`config.mk`:
```
export PLATFORM = sky130hd
export DESIGN_NAME = ym_timer_top
export DESIGN_NICKNAME = d
export VERILOG_FILES = /design/src/hw/ym_timer_pkg.sv /design/src/hw/ym_reg_decoder.sv /design/src/hw/ym_clk_prescaler.sv /design/src/hw/ym_timer.sv /design/src/hw/ym_irq_status.sv /design/src/hw/ym_timer_top.sv
export SDC_FILE = /design/constraint.sdc
export NUM_CORES = 1
export LEC_CHECK = 0
export BUFFER_PORTS_ARGS = -buffer_cell sky130_fd_sc_hd__buf_2
export CAP_MARGIN = 10
export CORE_AREA = 2 2 88 90
export CTS_CLUSTER_DIAMETER = 120
export CTS_CLUSTER_SIZE = 20
export DETAILED_ROUTE_END_ITERATION = 8
export DIE_AREA = 0 0 90 92
export GPL_ROUTABILITY_DRIVEN = 0
export SLEW_MARGIN = 20
export SYNTH_ARGS = -nofsm -noshare
export SYNTH_HDL_FRONTEND = slang
export SYNTH_SLANG_ARGS = --single-unit
```
`constraint.sdc`:
```
create_clock -name clk -period 5.11 [get_ports clk]
set_input_delay 1.2775 -clock clk [delete_from_list [all_inputs] [get_ports clk]]
set_output_delay 1.2775 -clock clk [all_outputs]
set_load 0.02 [all_outputs]
```
`src/hw/ym_timer_pkg.sv`:
```
package ym_timer_pkg;

	// ~~~~~~~~~~~~~~~~~~~~~~~~~~~~~~~~~~~~~~~~~~~~~~~~~~~~~~~~~~~~~~~~~~~~~~
	// Register map.
	// ~~~~~~~~~~~~~~~~~~~~~~~~~~~~~~~~~~~~~~~~~~~~~~~~~~~~~~~~~~~~~~~~~~~~~~
	localparam logic [7:0] ADDR_TA_HI = 8'h24;
	localparam logic [7:0] ADDR_TA_LO = 8'h25;
	localparam logic [7:0] ADDR_TB    = 8'h26;
	localparam logic [7:0] ADDR_CTRL  = 8'h27;

	// Timer A counts 24 ticks per step of its 10-bit counter.
	localparam int TA_WIDTH      = 10;
	localparam int TA_MULT_WIDTH = 5;
	localparam int TA_MULT_MAX   = 23;

	// Timer B counts 384 ticks per step of its 8-bit counter.
	localparam int TB_WIDTH      = 8;
	localparam int TB_MULT_WIDTH = 9;
	localparam int TB_MULT_MAX   = 383;

	// Synthesis tick comes every PRESCALE clk cycles.
	localparam int PRESCALE       = 6;
	localparam int PRESCALE_WIDTH = 3;
	localparam logic [PRESCALE_WIDTH-1:0] PRESCALE_LAST = PRESCALE_WIDTH'(PRESCALE - 1);

	// Bit positions inside the control byte.
	localparam int CTRL_RUN_A    = 0;
	localparam int CTRL_RUN_B    = 1;
	localparam int CTRL_IRQ_EN_A = 2;
	localparam int CTRL_IRQ_EN_B = 3;
	localparam int CTRL_CLR_A    = 4;
	localparam int CTRL_CLR_B    = 5;

	// ~~~~~~~~~~~~~~~~~~~~~~~~~~~~~~~~~~~~~~~~~~~~~~~~~~~~~~~~~~~~~~~~~~~~~~
	// Grouped signals.
	// ~~~~~~~~~~~~~~~~~~~~~~~~~~~~~~~~~~~~~~~~~~~~~~~~~~~~~~~~~~~~~~~~~~~~~~
	typedef struct packed {
		logic [TA_WIDTH-1:0] value_a;
		logic [TB_WIDTH-1:0] value_b;
	} timer_values_t;

	typedef struct packed {
		logic run_a;
		logic run_b;
		logic irq_en_a;
		logic irq_en_b;
	} timer_ctrl_t;

	// Status byte as the host sees it.
	typedef struct packed {
		logic [5:0] reserved;
		logic       flag_b;
		logic       flag_a;
	} status_t;

endpackage

```
`src/hw/ym_reg_decoder.sv`:
```
`timescale 1ns/1ns

module ym_reg_decoder (
	input  logic                         clk,
	input  logic                         rst_n,
	input  logic                         wr,
	input  logic [7:0]                   addr,
	input  logic [7:0]                   din,
	output ym_timer_pkg::timer_values_t  values,
	output ym_timer_pkg::timer_ctrl_t    ctrl,
	output logic                         clr_a,
	output logic                         clr_b
);

	// Write strobes per register.
	logic wr_ta_hi;
	logic wr_ta_lo;
	logic wr_tb;
	logic wr_ctrl;

	assign wr_ta_hi = wr && (addr == ym_timer_pkg::ADDR_TA_HI);
	assign wr_ta_lo = wr && (addr == ym_timer_pkg::ADDR_TA_LO);
	assign wr_tb    = wr && (addr == ym_timer_pkg::ADDR_TB);
	assign wr_ctrl  = wr && (addr == ym_timer_pkg::ADDR_CTRL);

	// ~~~~~~~~~~~~~~~~~~~~~~~~~~~~~~~~~~~~~~~~~~~~~~~~~~~~~~~~~~~~~~~~~~~~~~
	// Load values.
	// ~~~~~~~~~~~~~~~~~~~~~~~~~~~~~~~~~~~~~~~~~~~~~~~~~~~~~~~~~~~~~~~~~~~~~~
	// Timer A is split over two writes.
	// High byte holds bits 9:2, the low register only bits 1:0.
	always_ff @(posedge clk) begin
		if (wr_ta_hi) begin
			values.value_a[9:2] <= din;
		end
		if (wr_ta_lo) begin
			values.value_a[1:0] <= din[1:0];
		end
		if (wr_tb) begin
			values.value_b <= din;
		end
	end

	// ~~~~~~~~~~~~~~~~~~~~~~~~~~~~~~~~~~~~~~~~~~~~~~~~~~~~~~~~~~~~~~~~~~~~~~
	// Control byte.
	// ~~~~~~~~~~~~~~~~~~~~~~~~~~~~~~~~~~~~~~~~~~~~~~~~~~~~~~~~~~~~~~~~~~~~~~
	// Run and enable bits are levels and stay until rewritten.
	always_ff @(posedge clk) begin
		if (!rst_n) begin
			ctrl <= '0;
		end else if (wr_ctrl) begin
			ctrl.run_a    <= din[ym_timer_pkg::CTRL_RUN_A];
			ctrl.run_b    <= din[ym_timer_pkg::CTRL_RUN_B];
			ctrl.irq_en_a <= din[ym_timer_pkg::CTRL_IRQ_EN_A];
			ctrl.irq_en_b <= din[ym_timer_pkg::CTRL_IRQ_EN_B];
		end
	end

	// Clear bits become one-cycle pulses.
	// They are never stored, so a later write need not reset them.
	always_ff @(posedge clk) begin
		if (!rst_n) begin
			clr_a <= 1'b0;
			clr_b <= 1'b0;
		end else begin
			clr_a <= wr_ctrl && din[ym_timer_pkg::CTRL_CLR_A];
			clr_b <= wr_ctrl && din[ym_timer_pkg::CTRL_CLR_B];
		end
	end

endmodule

```
`src/hw/ym_clk_prescaler.sv`:
```
`timescale 1ns/1ns

module ym_clk_prescaler (
	input  logic clk,
	input  logic rst_n,
	output logic tick
);

	// Modulo-PRESCALE phase counter.
	logic [ym_timer_pkg::PRESCALE_WIDTH-1:0] phase;

	// Wraps to zero after the last phase.
	always_ff @(posedge clk) begin
		if (!rst_n) begin
			phase <= '0;
		end else if (phase == ym_timer_pkg::PRESCALE_LAST) begin
			phase <= '0;
		end else begin
			phase <= phase + 1'b1;
		end
	end

	// One cycle high in the last phase.
	// Both timers share this enable.
	assign tick = (phase == ym_timer_pkg::PRESCALE_LAST);

endmodule

```
`src/hw/ym_timer.sv`:
```
`timescale 1ns/1ns

module ym_timer #(
	parameter int WIDTH      = 10,
	parameter int MULT_WIDTH = 5,
	parameter int MULT_MAX   = 23
) (
	input  logic             clk,
	input  logic             rst_n,
	input  logic             tick,
	input  logic             hold,
	input  logic [WIDTH-1:0] start_value,
	output logic             overflow
);

	localparam logic [MULT_WIDTH-1:0] MULT_LAST = MULT_WIDTH'(MULT_MAX);

	// Sub-tick multiplier and main counter.
	logic [MULT_WIDTH-1:0] mult;
	logic [WIDTH-1:0]      cnt;

	// Carry conditions of both stages.
	logic mult_done;
	logic cnt_full;

	assign mult_done = (mult == MULT_LAST);
	assign cnt_full  = &cnt;

	// ~~~~~~~~~~~~~~~~~~~~~~~~~~~~~~~~~~~~~~~~~~~~~~~~~~~~~~~~~~~~~~~~~~~~~~
	// Carry out of the main counter.
	// ~~~~~~~~~~~~~~~~~~~~~~~~~~~~~~~~~~~~~~~~~~~~~~~~~~~~~~~~~~~~~~~~~~~~~~
	// Only one tick sees the final state, so this is a single-cycle pulse.
	// Hold masks it in the cycle where the run bit drops.
	assign overflow = tick && !hold && mult_done && cnt_full;

	always_ff @(posedge clk) begin
		if (!rst_n || hold) begin
			// Parked at the load value.
			cnt  <= start_value;
			mult <= '0;
		end else if (tick) begin
			if (overflow) begin
				// Reload for the next period.
				cnt  <= start_value;
				mult <= '0;
			end else if (mult_done) begin
				// Multiplier carries into the counter.
				cnt  <= cnt + 1'b1;
				mult <= '0;
			end else begin
				mult <= mult + 1'b1;
			end
		end
	end

endmodule

```
`src/hw/ym_irq_status.sv`:
```
`timescale 1ns/1ns

module ym_irq_status (
	input  logic                      clk,
	input  logic                      rst_n,
	input  logic                      overflow_a,
	input  logic                      overflow_b,
	input  logic                      clr_a,
	input  logic                      clr_b,
	input  ym_timer_pkg::timer_ctrl_t ctrl,
	output ym_timer_pkg::status_t     status,
	output logic                      irq_n
);

	// Sticky overflow flags.
	logic flag_a;
	logic flag_b;

	// ~~~~~~~~~~~~~~~~~~~~~~~~~~~~~~~~~~~~~~~~~~~~~~~~~~~~~~~~~~~~~~~~~~~~~~
	// Flags.
	// ~~~~~~~~~~~~~~~~~~~~~~~~~~~~~~~~~~~~~~~~~~~~~~~~~~~~~~~~~~~~~~~~~~~~~~
	// Clear has priority over a set in the same cycle.
	// Enables do not touch the flags.
	always_ff @(posedge clk) begin
		if (!rst_n) begin
			flag_a <= 1'b0;
			flag_b <= 1'b0;
		end else begin
			if (clr_a) begin
				flag_a <= 1'b0;
			end else if (overflow_a) begin
				flag_a <= 1'b1;
			end
			if (clr_b) begin
				flag_b <= 1'b0;
			end else if (overflow_b) begin
				flag_b <= 1'b1;
			end
		end
	end

	// Interrupt, registered and active low.
	always_ff @(posedge clk) begin
		if (!rst_n) begin
			irq_n <= 1'b1;
		end else begin
			irq_n <= !((flag_a && ctrl.irq_en_a) || (flag_b && ctrl.irq_en_b));
		end
	end

	// Status byte, upper bits read as zero.
	always_comb begin
		status          = '0;
		status.flag_a   = flag_a;
		status.flag_b   = flag_b;
	end

endmodule

```
`src/hw/ym_timer_top.sv`:
```
`timescale 1ns/1ns

module ym_timer_top (
	input  logic                  clk,
	input  logic                  rst_n,
	input  logic                  wr,
	input  logic [7:0]            addr,
	input  logic [7:0]            din,
	output ym_timer_pkg::status_t status,
	output logic                  irq_n,
	output logic                  overflow_a
);

	// Register outputs.
	ym_timer_pkg::timer_values_t values;
	ym_timer_pkg::timer_ctrl_t   ctrl;
	logic                        clr_a;
	logic                        clr_b;

	// Shared synthesis-rate enable.
	logic tick;

	// Timer B overflow stays internal.
	logic overflow_b;

	// ~~~~~~~~~~~~~~~~~~~~~~~~~~~~~~~~~~~~~~~~~~~~~~~~~~~~~~~~~~~~~~~~~~~~~~
	// Host side and time base.
	// ~~~~~~~~~~~~~~~~~~~~~~~~~~~~~~~~~~~~~~~~~~~~~~~~~~~~~~~~~~~~~~~~~~~~~~
	ym_reg_decoder u_decoder (
		.clk    (clk),
		.rst_n  (rst_n),
		.wr     (wr),
		.addr   (addr),
		.din    (din),
		.values (values),
		.ctrl   (ctrl),
		.clr_a  (clr_a),
		.clr_b  (clr_b)
	);

	ym_clk_prescaler u_prescaler (
		.clk   (clk),
		.rst_n (rst_n),
		.tick  (tick)
	);

	// ~~~~~~~~~~~~~~~~~~~~~~~~~~~~~~~~~~~~~~~~~~~~~~~~~~~~~~~~~~~~~~~~~~~~~~
	// Timers. A cleared run bit holds the counter.
	// ~~~~~~~~~~~~~~~~~~~~~~~~~~~~~~~~~~~~~~~~~~~~~~~~~~~~~~~~~~~~~~~~~~~~~~
	ym_timer #(
		.WIDTH      (ym_timer_pkg::TA_WIDTH),
		.MULT_WIDTH (ym_timer_pkg::TA_MULT_WIDTH),
		.MULT_MAX   (ym_timer_pkg::TA_MULT_MAX)
	) timer_a (
		.clk         (clk),
		.rst_n       (rst_n),
		.tick        (tick),
		.hold        (!ctrl.run_a),
		.start_value (values.value_a),
		.overflow    (overflow_a)
	);

	ym_timer #(
		.WIDTH      (ym_timer_pkg::TB_WIDTH),
		.MULT_WIDTH (ym_timer_pkg::TB_MULT_WIDTH),
		.MULT_MAX   (ym_timer_pkg::TB_MULT_MAX)
	) timer_b (
		.clk         (clk),
		.rst_n       (rst_n),
		.tick        (tick),
		.hold        (!ctrl.run_b),
		.start_value (values.value_b),
		.overflow    (overflow_b)
	);

	// Flags and interrupt.
	ym_irq_status u_status (
		.clk        (clk),
		.rst_n      (rst_n),
		.overflow_a (overflow_a),
		.overflow_b (overflow_b),
		.clr_a      (clr_a),
		.clr_b      (clr_b),
		.ctrl       (ctrl),
		.status     (status),
		.irq_n      (irq_n)
	);

endmodule

```
# --- Yosys cells after proc, flatten, opt, wreduce, memory -nomap -nowiden ---
# Cells that the tools add are included.
op_classes:
  n_bitwise: 1
  n_lt_le_gt_ge: 0
  mul: 0
  mux: 12
  shift: 0
  eq_ne: 7
  add_sub_neg: 5
  n_reduce_logical: 32
  div: 0
op_table:
  columns: ["op", "n"]
  rows:
  - ["$mux 10", 4]
  - ["$eq 8x6->1 const B", 4]
  - ["$mux 8", 4]
  - ["$mux 9", 2]
  - ["$logic_and 1x1->1", 14]
  - ["$add 10x1->10 const B", 1]
  - ["$mux 5", 2]
  - ["$reduce_and 10->1", 1]
  - ["$add 9x1->9 const B", 1]
  - ["$eq 9x9->1 const B", 1]
  - ["$add 8x1->8 const B", 1]
  - ["$reduce_and 8->1", 1]
  - ["$reduce_bool 3->1", 2]
  - ["$reduce_or 2->1", 3]
  - ["$add 5x1->5 const B", 1]
  - ["$eq 5x5->1 const B", 1]
  - ["$logic_not 1->1", 4]
  - ["$reduce_and 2->1", 2]
  - ["$reduce_bool 2->1", 2]
  - ["$add 3x1->3 const B", 1]
  - ["$eq 3x3->1 const B", 1]
  - ["$logic_or 1x1->1", 3]
  - ["$not 1->1", 1]
word_totals:
  latch_bits: 0
  in_bits: 19
  ram_bits: 0
  output_inout_bits: 10
  regBits: 62
  rom_bits: 0
  n_memories: 0

# --- Logic depth before layout (Yosys ltp) ---
# Gate-level depths: netlist (run 1).
depth:
  ltp_word: 7
  depth_mapped: 7
  ltp_nobuf: 6

# --- Hierarchy ---
# A second synthesis (run 1) with hierarchy kept.
hier_totals:
  cells_unflattened: 235
  hier_area_um2: 2895.3
by_module_without_submodules:
  columns: ["mod", "n_inst", "seq_area_each_um2", "area_per_inst_um2", "cells_per_inst"]
  rows:
  - ["ym_timer at timer_b", 1, 420.4, 908.4, 84]
  - ["ym_timer at timer_a", 1, 400.4, 850.8, 71]
  - ["ym_reg_decoder", 1, 660.6, 819.5, 47]
  - ["ym_irq_status", 1, 60.1, 168.9, 18]
  - ["ym_clk_prescaler", 1, 60.1, 140.1, 13]
  - ["ym_timer_top", 1, 0.0, 7.5, 2]

# --- Least setup slack after synthesis (run 1) ---
# No wires, ideal clock.
synth_timing:
  path_type: "register to output"
  startpoint: "register u_prescaler.phase[0] in the netlist's numbering"
  endpoint: "output overflow_a"
  t_arrival_ns: 1.592
  setup_slack_ns: 2.240
  path_buffers: 0
  stages_incl_launch_ff: 5
  path_cell_list: "dfxtp_1 > ha_1 > nand4_2 > or3b_4 > nor4_4"
synth_between:
  elab_chain_cells: 4
synth_rtl:
  columns: ["item", "line", "rtl"]
  rows:
  - ["start: declaration", "ym_clk_prescaler.sv:10", "logic [ym_timer_pkg::PRESCALE_WIDTH-1:0] phase;"]
  - ["start signal: assignment", "ym_clk_prescaler.sv:19", "phase <= phase + 1'b1;"]
  - ["$eq 3x3->1", "ym_clk_prescaler.sv:25", "assign tick = (phase == ym_timer_pkg::PRESCALE_LAST);"]
  - ["$logic_and 1x1->1 (3 in a row)", "ym_timer.sv:34", "assign overflow = tick && !hold && mult_done && cnt_full;"]
  - ["end: declaration", "ym_timer_top.sv:11", "output logic overflow_a"]
# Every way passes these cells.

# --- Final worst setup path (run 1) ---
# Same ends and word-level chain as after synthesis.

==> out/metrics.cfg, run 1 <==
[setup_path]
cp.required_ps=3830
critPathMaxFanout=6
crit_slowest_cell=or3b_4
crit_chain=ha_1 -> nand4_2 -> or3b_4 -> nor4_4 -> buf_2
worstSetupStartpointType=register
critPathArrivalTime_ps=2100
slowest_delay_ps=440
end_kind=output port
criticalPathCategory=register to output port

[grt]
grtUsageMet1_pct=16.3
grt_pass1_wl_um=8490
grt_antenna_before_repair=0
busiest_layer=met2
track_usage_pct=13.3
first_global_vias=1776
grt_max_degree=16
globalRouteMet2Util_pct=21.7
overflow=0
gr-usage-met3_pct=3.86

[drt]
drtIter0Drc=60
via_per_inst=4.73
wirelength_um=5050
drt_first_pass_iters=4
ant_nets=0
post_drt_wl_per_cell_um=13.5
vias=1766
drc_errors=0

[synth]
synth_top_area_share_pct=37.6
ys_seq_area_share_pct=55.7
syn-cell-area_sq_um=2880
syn_area_per_cell_sq_um=12.0
synth_area_leaders=edfxtp_1 38%, dfxtp_1 18%, xnor2_1 4.3%, mux2_4 4.2%, nand2_1 3.8%
synth_edf_count=36
yosys_warnings=0
yosysTopAreaCell=edfxtp_1
synth_ff_type=edfxtp_1
ys_ff_latch=62
async_reset_ff_share_pct=0
synthDistinctLibCells=45
synthCells=239

[timing]
fin_ws_ps=1730
rsz0062_at_grt=no
setup_tns_ps=0
final.period_utilization_pct=66.1
slew_viol_final=0
timing.final.crit_period_ps=3380
clock.fmax_ghz=0.296
hold_viol=0
skew_ps=7.60
relSlewSlack_pct=53.4
setup_viol=0
worst_slew_pin_slew_ps=696

[cells_and_area]
utilization_pct=44.0
antennaDiodeCount=0
n_fill_cell=739
fin_nets=291
drive_above_1_share_pct=23.2
area_growth_pct=13.8

[power_and_ir_drop]
leakage_nw=1.16
power_switching_mw=0.199
combPwrFrac_pct=2.5
powerDensity_nw_per_um2=307
internal-power_mw=0.806
swShare_pct=19.8
peakVddDrop_uv=181
pwr-share-seq_pct=52.7
clockPowerShare_pct=44.8

[clock_network]
htreeDepth=3
cts_tree=yes
ctsHoldBuffers=0
clk_latency_ps=340
clock-sinks=62
clkTransAtPathRegs_ps=70
post-cts-setup-buffers=0
cts_buffers=9
clockRootBuffer=clkbuf_8
cts_resized=0
clockBufferDepth=2

[die]
rows=32
die_h_um=92
start_util_pct=38.6
core_sq_um=7450
dieArea_sq_um=8280
ios=29
die_w_um=90

[placement]
hpwl_um=3700
pre_cts_ws_ps=1810
port_buffers=22

[outcome]
status=finished clean

[hold_path]
hold_class=register to register

[run]
cap_violations=0

==> worst paths after layout <==
kind,startpoint,to,slack (ps),cells after the start
worst max register to register,u_prescaler.phase[0],timer_a.cnt[0],2990,4
worst max-delay path,u_prescaler.phase[0],overflow_a,1730,5
worst min-delay path,u_decoder.clr_b,u_status.flag_b,390,1
worst min register to register,u_decoder.clr_b,u_status.flag_b,390,1
==> power by group through the flow <==
| stage | clock network [mW] | logic (mW) | registers (mW) |
|---|---|---|---|
| after floorplan | 0 | 0.0163 | 0.540 |
| after global placement | 0 | 0.0245 | 0.541 |
| after detailed placement | 0 | 0.0248 | 0.541 |
| after CTS | 0.462 | 0.0250 | 0.530 |
| after global routing | 0.484 | 0.0277 | 0.530 |
| final | 0.451 | 0.0249 | 0.530 |
==> logic make-up after synthesis <==
group           Yosys count  share of synthesized area (%)
xor+xnor                 23                           7.00
compound gates           17                           4.13
fa+ha+maj                 6                           2.61
simple gates             93                           19.2
flops                    62                           55.7
mux                      17                           7.57
buf+inv                  20                           3.70
other cells               1                          0.130
==> layout make-up <==
type,instances,area [sq um],area share [%]
Clock buffer,10,128,3.90
Tap cell,102,128,3.90
Timing Repair Buffer,22,110,3.36
Multi-Input combinational cell,162,1200,36.6
Clock inverter,6,76.3,2.33
Inverter,9,33.8,1.03
Sequential cell,62,1600,48.9
==> worst max-delay path, delay by kind of cell, from the launching register on <==
family | cells | cell delay [ps]
buffers and inverters | 1 | 210
flip-flops | 1 | 360
adder cells (fa/ha/maj) | 1 | 280
AND/OR/NAND/NOR | 3 | 910
==> state kept, by name, summed over array words and instances, names as in the netlist <==
signal             flops
timer_a.mult           5
u_status.flag_a        1
u_decoder.clr_b        1
timer_b.cnt            8
u_decoder.ctrl         4
u_status.irq_n         1
u_decoder.values      18
timer_a.cnt           10
timer_b.mult           9
u_status.flag_b        1
u_prescaler.phase      3
u_decoder.clr_a        1
==> cell usage after synthesis, drive strengths merged, types with 2 or more instances <==
library cell,number
a21boi,4
a21oi,8
and3,2
and4,3
buf,9
clkbuf,2
dfxtp,26
edfxtp,36
ha,6
inv,9
mux2,14
mux2i,3
nand2,29
nand3,9
nand4,7
nor2,16
nor3,6
nor3b,8
nor4,4
o22ai,2
or3,2
xnor2,14
xor2,9
==> cell usage in the layout (no fill, tap or decap), drive strengths merged, types with 2 or more instances in the layout <==
cell type	n
a21boi	4
a21oi	8
and3	2
and4	3
buf	22
bufinv	2
clkbuf	10
clkinv	4
conb	6
dfxtp	26
edfxtp	36
ha	6
inv	9
mux2	14
mux2i	3
nand2	29
nand3	9
nand4	7
nor2	16
nor3	6
nor3b	8
nor4	4
o22ai	2
or3	2
xnor2	14
xor2	9
==> stage by stage <==
stage	std cells	area, sq um	hold WS, ps	power (mW)
after global routing	373	3270	410	1.04
after floorplan	244	2900	373	0.557
after global placement	357	3060	381	0.565
after detailed placement	357	3060	381	0.566
after CTS	373	3260	393	1.02
final	373	3270	389	1.01
==> layer usage <==
metal  share of wire (%)  routed length [um]  vias up
met5                   0                   0        -
met4                 1.9                  97        0
met3                 3.5                 176       10
met2                  48                2430       25
met1                  46                2340      836
li1                    -                   -      895
Power figures use the tool's default switching activity.
==> run 2: changes to the inputs <==
clock period = 3.43 ns   (was 5.11 ns; I/O delays follow)
==> run 2 against run 1 <==
Net effect: final area fell by 1.3%; routed wire length fell by 2.3%; die area did not move; via count fell by 1.2%; clock skew rose by 2.8 ps; cell count rose by 0.54%; utilization fell by 0.57 points.
==> out/metrics.cfg, run 2 (synthesis results as in run 1) <==
[outcome]
status=finished clean

[die]
die_h_um=92
dieArea_sq_um=8280
start_util_pct=38.6
rows=32
die_w_um=90
core_sq_um=7450
ios=29

[cells_and_area]
largest_reg_flops=18
final_cell_count_no_fill=375
mostFrequentLayoutCells=36 x edfxtp_1, 29 x nand2_1, 26 x dfxtp_1
area_growth_pct=12.4
utilization_pct=43.4
final_common_cell=edfxtp_1
reg_top3=u_decoder.values x18, timer_a.cnt x10, timer_b.mult x9
n_fill_cell=723
antennaDiodeCount=0
finalInstanceArea_sq_um=3230
top_register=u_decoder.values
fin_nets=293
drive_above_1_share_pct=23.1

[setup_path]
reg2reg_from=u_prescaler.phase[0]
cp.required_ps=2570
rr_worst_depth=4
worstSetupStartpointType=register
crit_slowest_cell=or3b_4
slowest_delay_ps=440
critPathMaxFanout=6
rr_endpoint=timer_a.cnt[6]
crit_family=simple AND/OR/NAND/NOR gates
end_kind=output port
r2r_slack_ps=1330
critPathArrivalTime_ps=2060
crit_chain=ha_1 -> nand4_2 -> or3b_4 -> nor4_4 -> buf_2
crit_buf_inv=1
criticalPathCategory=register to output port

[power_and_ir_drop]
peakVddDrop_uv=282
leakage_nw=1.14
power_mw=1.35
powerDensity_nw_per_um2=417

[drt]
ant_nets=0
drc_errors=0
drt_first_pass_iters=4
via_per_inst=4.65
drtIter0Drc=81
vias=1744
wirelength_um=4930
post_drt_wl_per_cell_um=13.1

[clock_network]
post-cts-setup-buffers=0
ctsHoldBuffers=0
htreeDepth=3
clkTransAtPathRegs_ps=70
cts_buffers=9
clock-sinks=62
clockBufferDepth=2
clockRootBuffer=clkbuf_8
clk_latency_ps=330
cts_tree=yes
cts_resized=0

[timing]
setup_tns_ps=0
rsz0062_at_grt=no
clock.fmax_ghz=0.343
timing.final.crit_period_ps=2920
slew_viol_final=0
setup_viol=0
fin_ws_ps=512
skew_ps=10.4
fin_hold_ws_ps=401
final.period_utilization_pct=85.1
worst_slew_pin_slew_ps=649
hold_viol=0
relSlewSlack_pct=56.6

[grt]
overflow=0
grt_pass1_wl_um=8390
track_usage_pct=13.1
grt_max_degree=16
grt_antenna_before_repair=0
first_global_vias=1724

[placement]
pre_cts_ws_ps=838
port_buffers=22
placedCellCount=359
hpwl_um=3650
dpl_cell_area_sq_um=3080

[hold_path]
hold_path.startpoint=u_decoder.clr_b
hold_path_depth=1
worstHoldEndpoint=u_status.flag_b
hold_class=register to register

[run]
cap_violations=0

## run 2: changes by cell type in the layout (fill, tap and decap cells not counted), sizes merged
| cell | previous run | this run |
|---|---|---|
| clkinvlp | 0 | 1 |
| bufinv | 2 | 0 |
| buf | 22 | 24 |
| clkinv | 4 | 5 |
## run 2: how the worst max path moves through the flow
stage	cells after the start	slack (ps)	end	startpoint
after floorplan	4	980	overflow_a	u_prescaler.phase[0]
after global placement	5	870	overflow_a	u_prescaler.phase[0]
after detailed placement	5	840	overflow_a	u_prescaler.phase[0]
after CTS	5	480	overflow_a	u_prescaler.phase[0]
after global routing	5	380	overflow_a	u_prescaler.phase[0]
final	5	510	overflow_a	u_prescaler.phase[0]
## run 2: area by class of cell
type / count / area [sq um] / area share [%]
well taps: 102 / 128 / 3.95
flip-flops and latches: 62 / 1600 / 49.6
repair buffers: 24 / 125 / 3.87
inverters: 9 / 33.8 / 1.05
clock inverters: 6 / 28.8 / 0.890
multi-input cells: 162 / 1190 / 36.7
clock buffers: 10 / 128 / 3.95
## run 2: worst reg2reg max path, stage by stage (launching register included)
cell and delay [ps]:
dfxtp_1 360, ha_1 270, nand4_2 180, or3b_4 450
nand3_1 470
## run 2: per-layer routing
metal	share of wire, %	GRT usage (%)	vias up
li1	-	-	897
met4	2.2	6.54	0
met3	3.7	2.96	13
met2	45	20.3	27
met5	0	0	-
met1	49	17.3	807
## run 2: report_power, final
part	switching, mW	internal [mW]	leakage, nW
logic	0.0223	0.0145	0.499
clock network	0.268	0.252	0.0786
registers	0.00318	0.786	0.562
==> run 3: changes to the inputs <==
CORE_AREA = 2 2 73 109   (was 2 2 88 90)
DIE_AREA = 0 0 75 111   (was 0 0 90 92)
==> run 3 against run 2 <==
Net effect: cell count fell by 0.27%; flip-flop and latch count did not move; sequential power barely moved; critical path type unchanged; count of clock-buffer cells in the layout rose by 4.
==> out/metrics.cfg, run 3 (synthesis results as in run 1) <==
[clock_network]
post-cts-setup-buffers=0
clkTransAtPathRegs_ps=50
cts_buffers=9
cts_tree=yes
cts_resized=0
clockRootBuffer=clkbuf_16
clk_latency_ps=320
clockBufferDepth=2
ctsHoldBuffers=0
clock-sinks=62
htreeDepth=3

[cells_and_area]
area_growth_pct=16.6
reg_top3=u_decoder.values x18, timer_a.cnt x10, timer_b.mult x9
final_common_cell=edfxtp_1
top_register=u_decoder.values
largest_reg_flops=18
finalInstanceArea_sq_um=3350
drive_above_1_share_pct=23.5
utilization_pct=44.9
mostFrequentLayoutCells=36 x edfxtp_1, 29 x nand2_1, 26 x dfxtp_1
antennaDiodeCount=0
fin_nets=293

[drt]
drt_first_pass_iters=5
drt-met1-wl_um=2260
route.met3.wl_um=205
post_drt_wl_per_cell_um=14.3
ant_nets=0
vias=1773
top_layer_used=met4
wl_met2_um=2710
wirelength_um=5340
drtIter0Drc=58
via_per_inst=4.74
drc_errors=0

[hold_path]
hold_class=register to register

[run]
cap_violations=0

[timing]
worst_slew_pin_slew_ps=639
relSlewSlack_pct=57.3
timing.final.crit_period_ps=2920
clock.fmax_ghz=0.343
rsz0062_at_grt=no
slew_viol_final=0
hold_viol=0
fin_ws_ps=510
fin_hold_ws_ps=389
skew_ps=4.60
final.period_utilization_pct=85.1
setup_viol=0
setup_tns_ps=0

[outcome]
status=finished clean

[placement]
dpl_cell_area_sq_um=3080
pre_cts_ws_ps=834
port_buffers=22
hpwl_um=4000

[setup_path]
crit_buf_inv=1
criticalPathCategory=register to output port
slowest_delay_ps=440
crit_chain=ha_1 -> nand4_2 -> or3b_4 -> nor4_4 -> buf_2
crit_slowest_cell=or3b_4
critPathArrivalTime_ps=2060
critPathMaxFanout=6
worstSetupStartpointType=register
cp.required_ps=2570
end_kind=output port
crit_family=simple AND/OR/NAND/NOR gates

[die]
dieArea_sq_um=8330
start_util_pct=38.5
rows=39
die_w_um=75
core_sq_um=7470
die_h_um=111
ios=29

[power_and_ir_drop]
leakage_nw=1.20
peakVddDrop_uv=378
powerDensity_nw_per_um2=495

[grt]
grt_max_degree=16
first_global_vias=1827
track_usage_pct=14.6
overflow=0
grt_antenna_before_repair=0
grt_pass1_wl_um=8780

==> run 3: changes by cell type in the layout (fill, tap and decap cells not counted) <==
cell,before,now
clkinvlp_4,1,0
clkinv_1,3,0
clkbuf_1,1,2
clkbuf_16,0,9
clkbuf_8,9,3
clkinv_2,2,1
==> run 3: per-stage QoR <==
stage	instances	power [mW]
final	374	1.66
after floorplan	244	0.829
after global placement	359	0.843
after detailed placement	359	0.844
after CTS	374	1.68
after global routing	374	1.72
==> run 3: layout make-up <==
cell class	count	area (sq um)
Sequential cell	62	1600
Clock inverter	1	5.00
Clock buffer	14	274
Multi-Input combinational cell	162	1190
Inverter	9	33.8
Timing Repair Buffer	24	125
Fill cell	712	4110
Tap cell	102	128
==> run 3: path summary, 6_finish.rpt <==
path,start,to,slack (ps),depth (start not counted)
setup / recovery,u_prescaler.phase[0],overflow_a,510,5
hold reg to reg,u_decoder.clr_b,u_status.flag_b,390,1
hold / removal,u_decoder.clr_b,u_status.flag_b,390,1
setup reg to reg,u_prescaler.phase[0],timer_a.cnt[1],1340,4
==> run 3: power by group <==
part | leakage (nW) | switching (mW) | internal (mW)
Combinational | 0.499 | 0.0231 | 0.0146
Sequential | 0.562 | 0.00333 | 0.788
Clock | 0.139 | 0.291 | 0.542
==> run 3: per-layer routing <==
metal	track usage (%)	up-vias
met5	0	-
met4	7.26	0
met3	4.91	13
met2	23.3	34
met1	17.0	831
li1	-	895
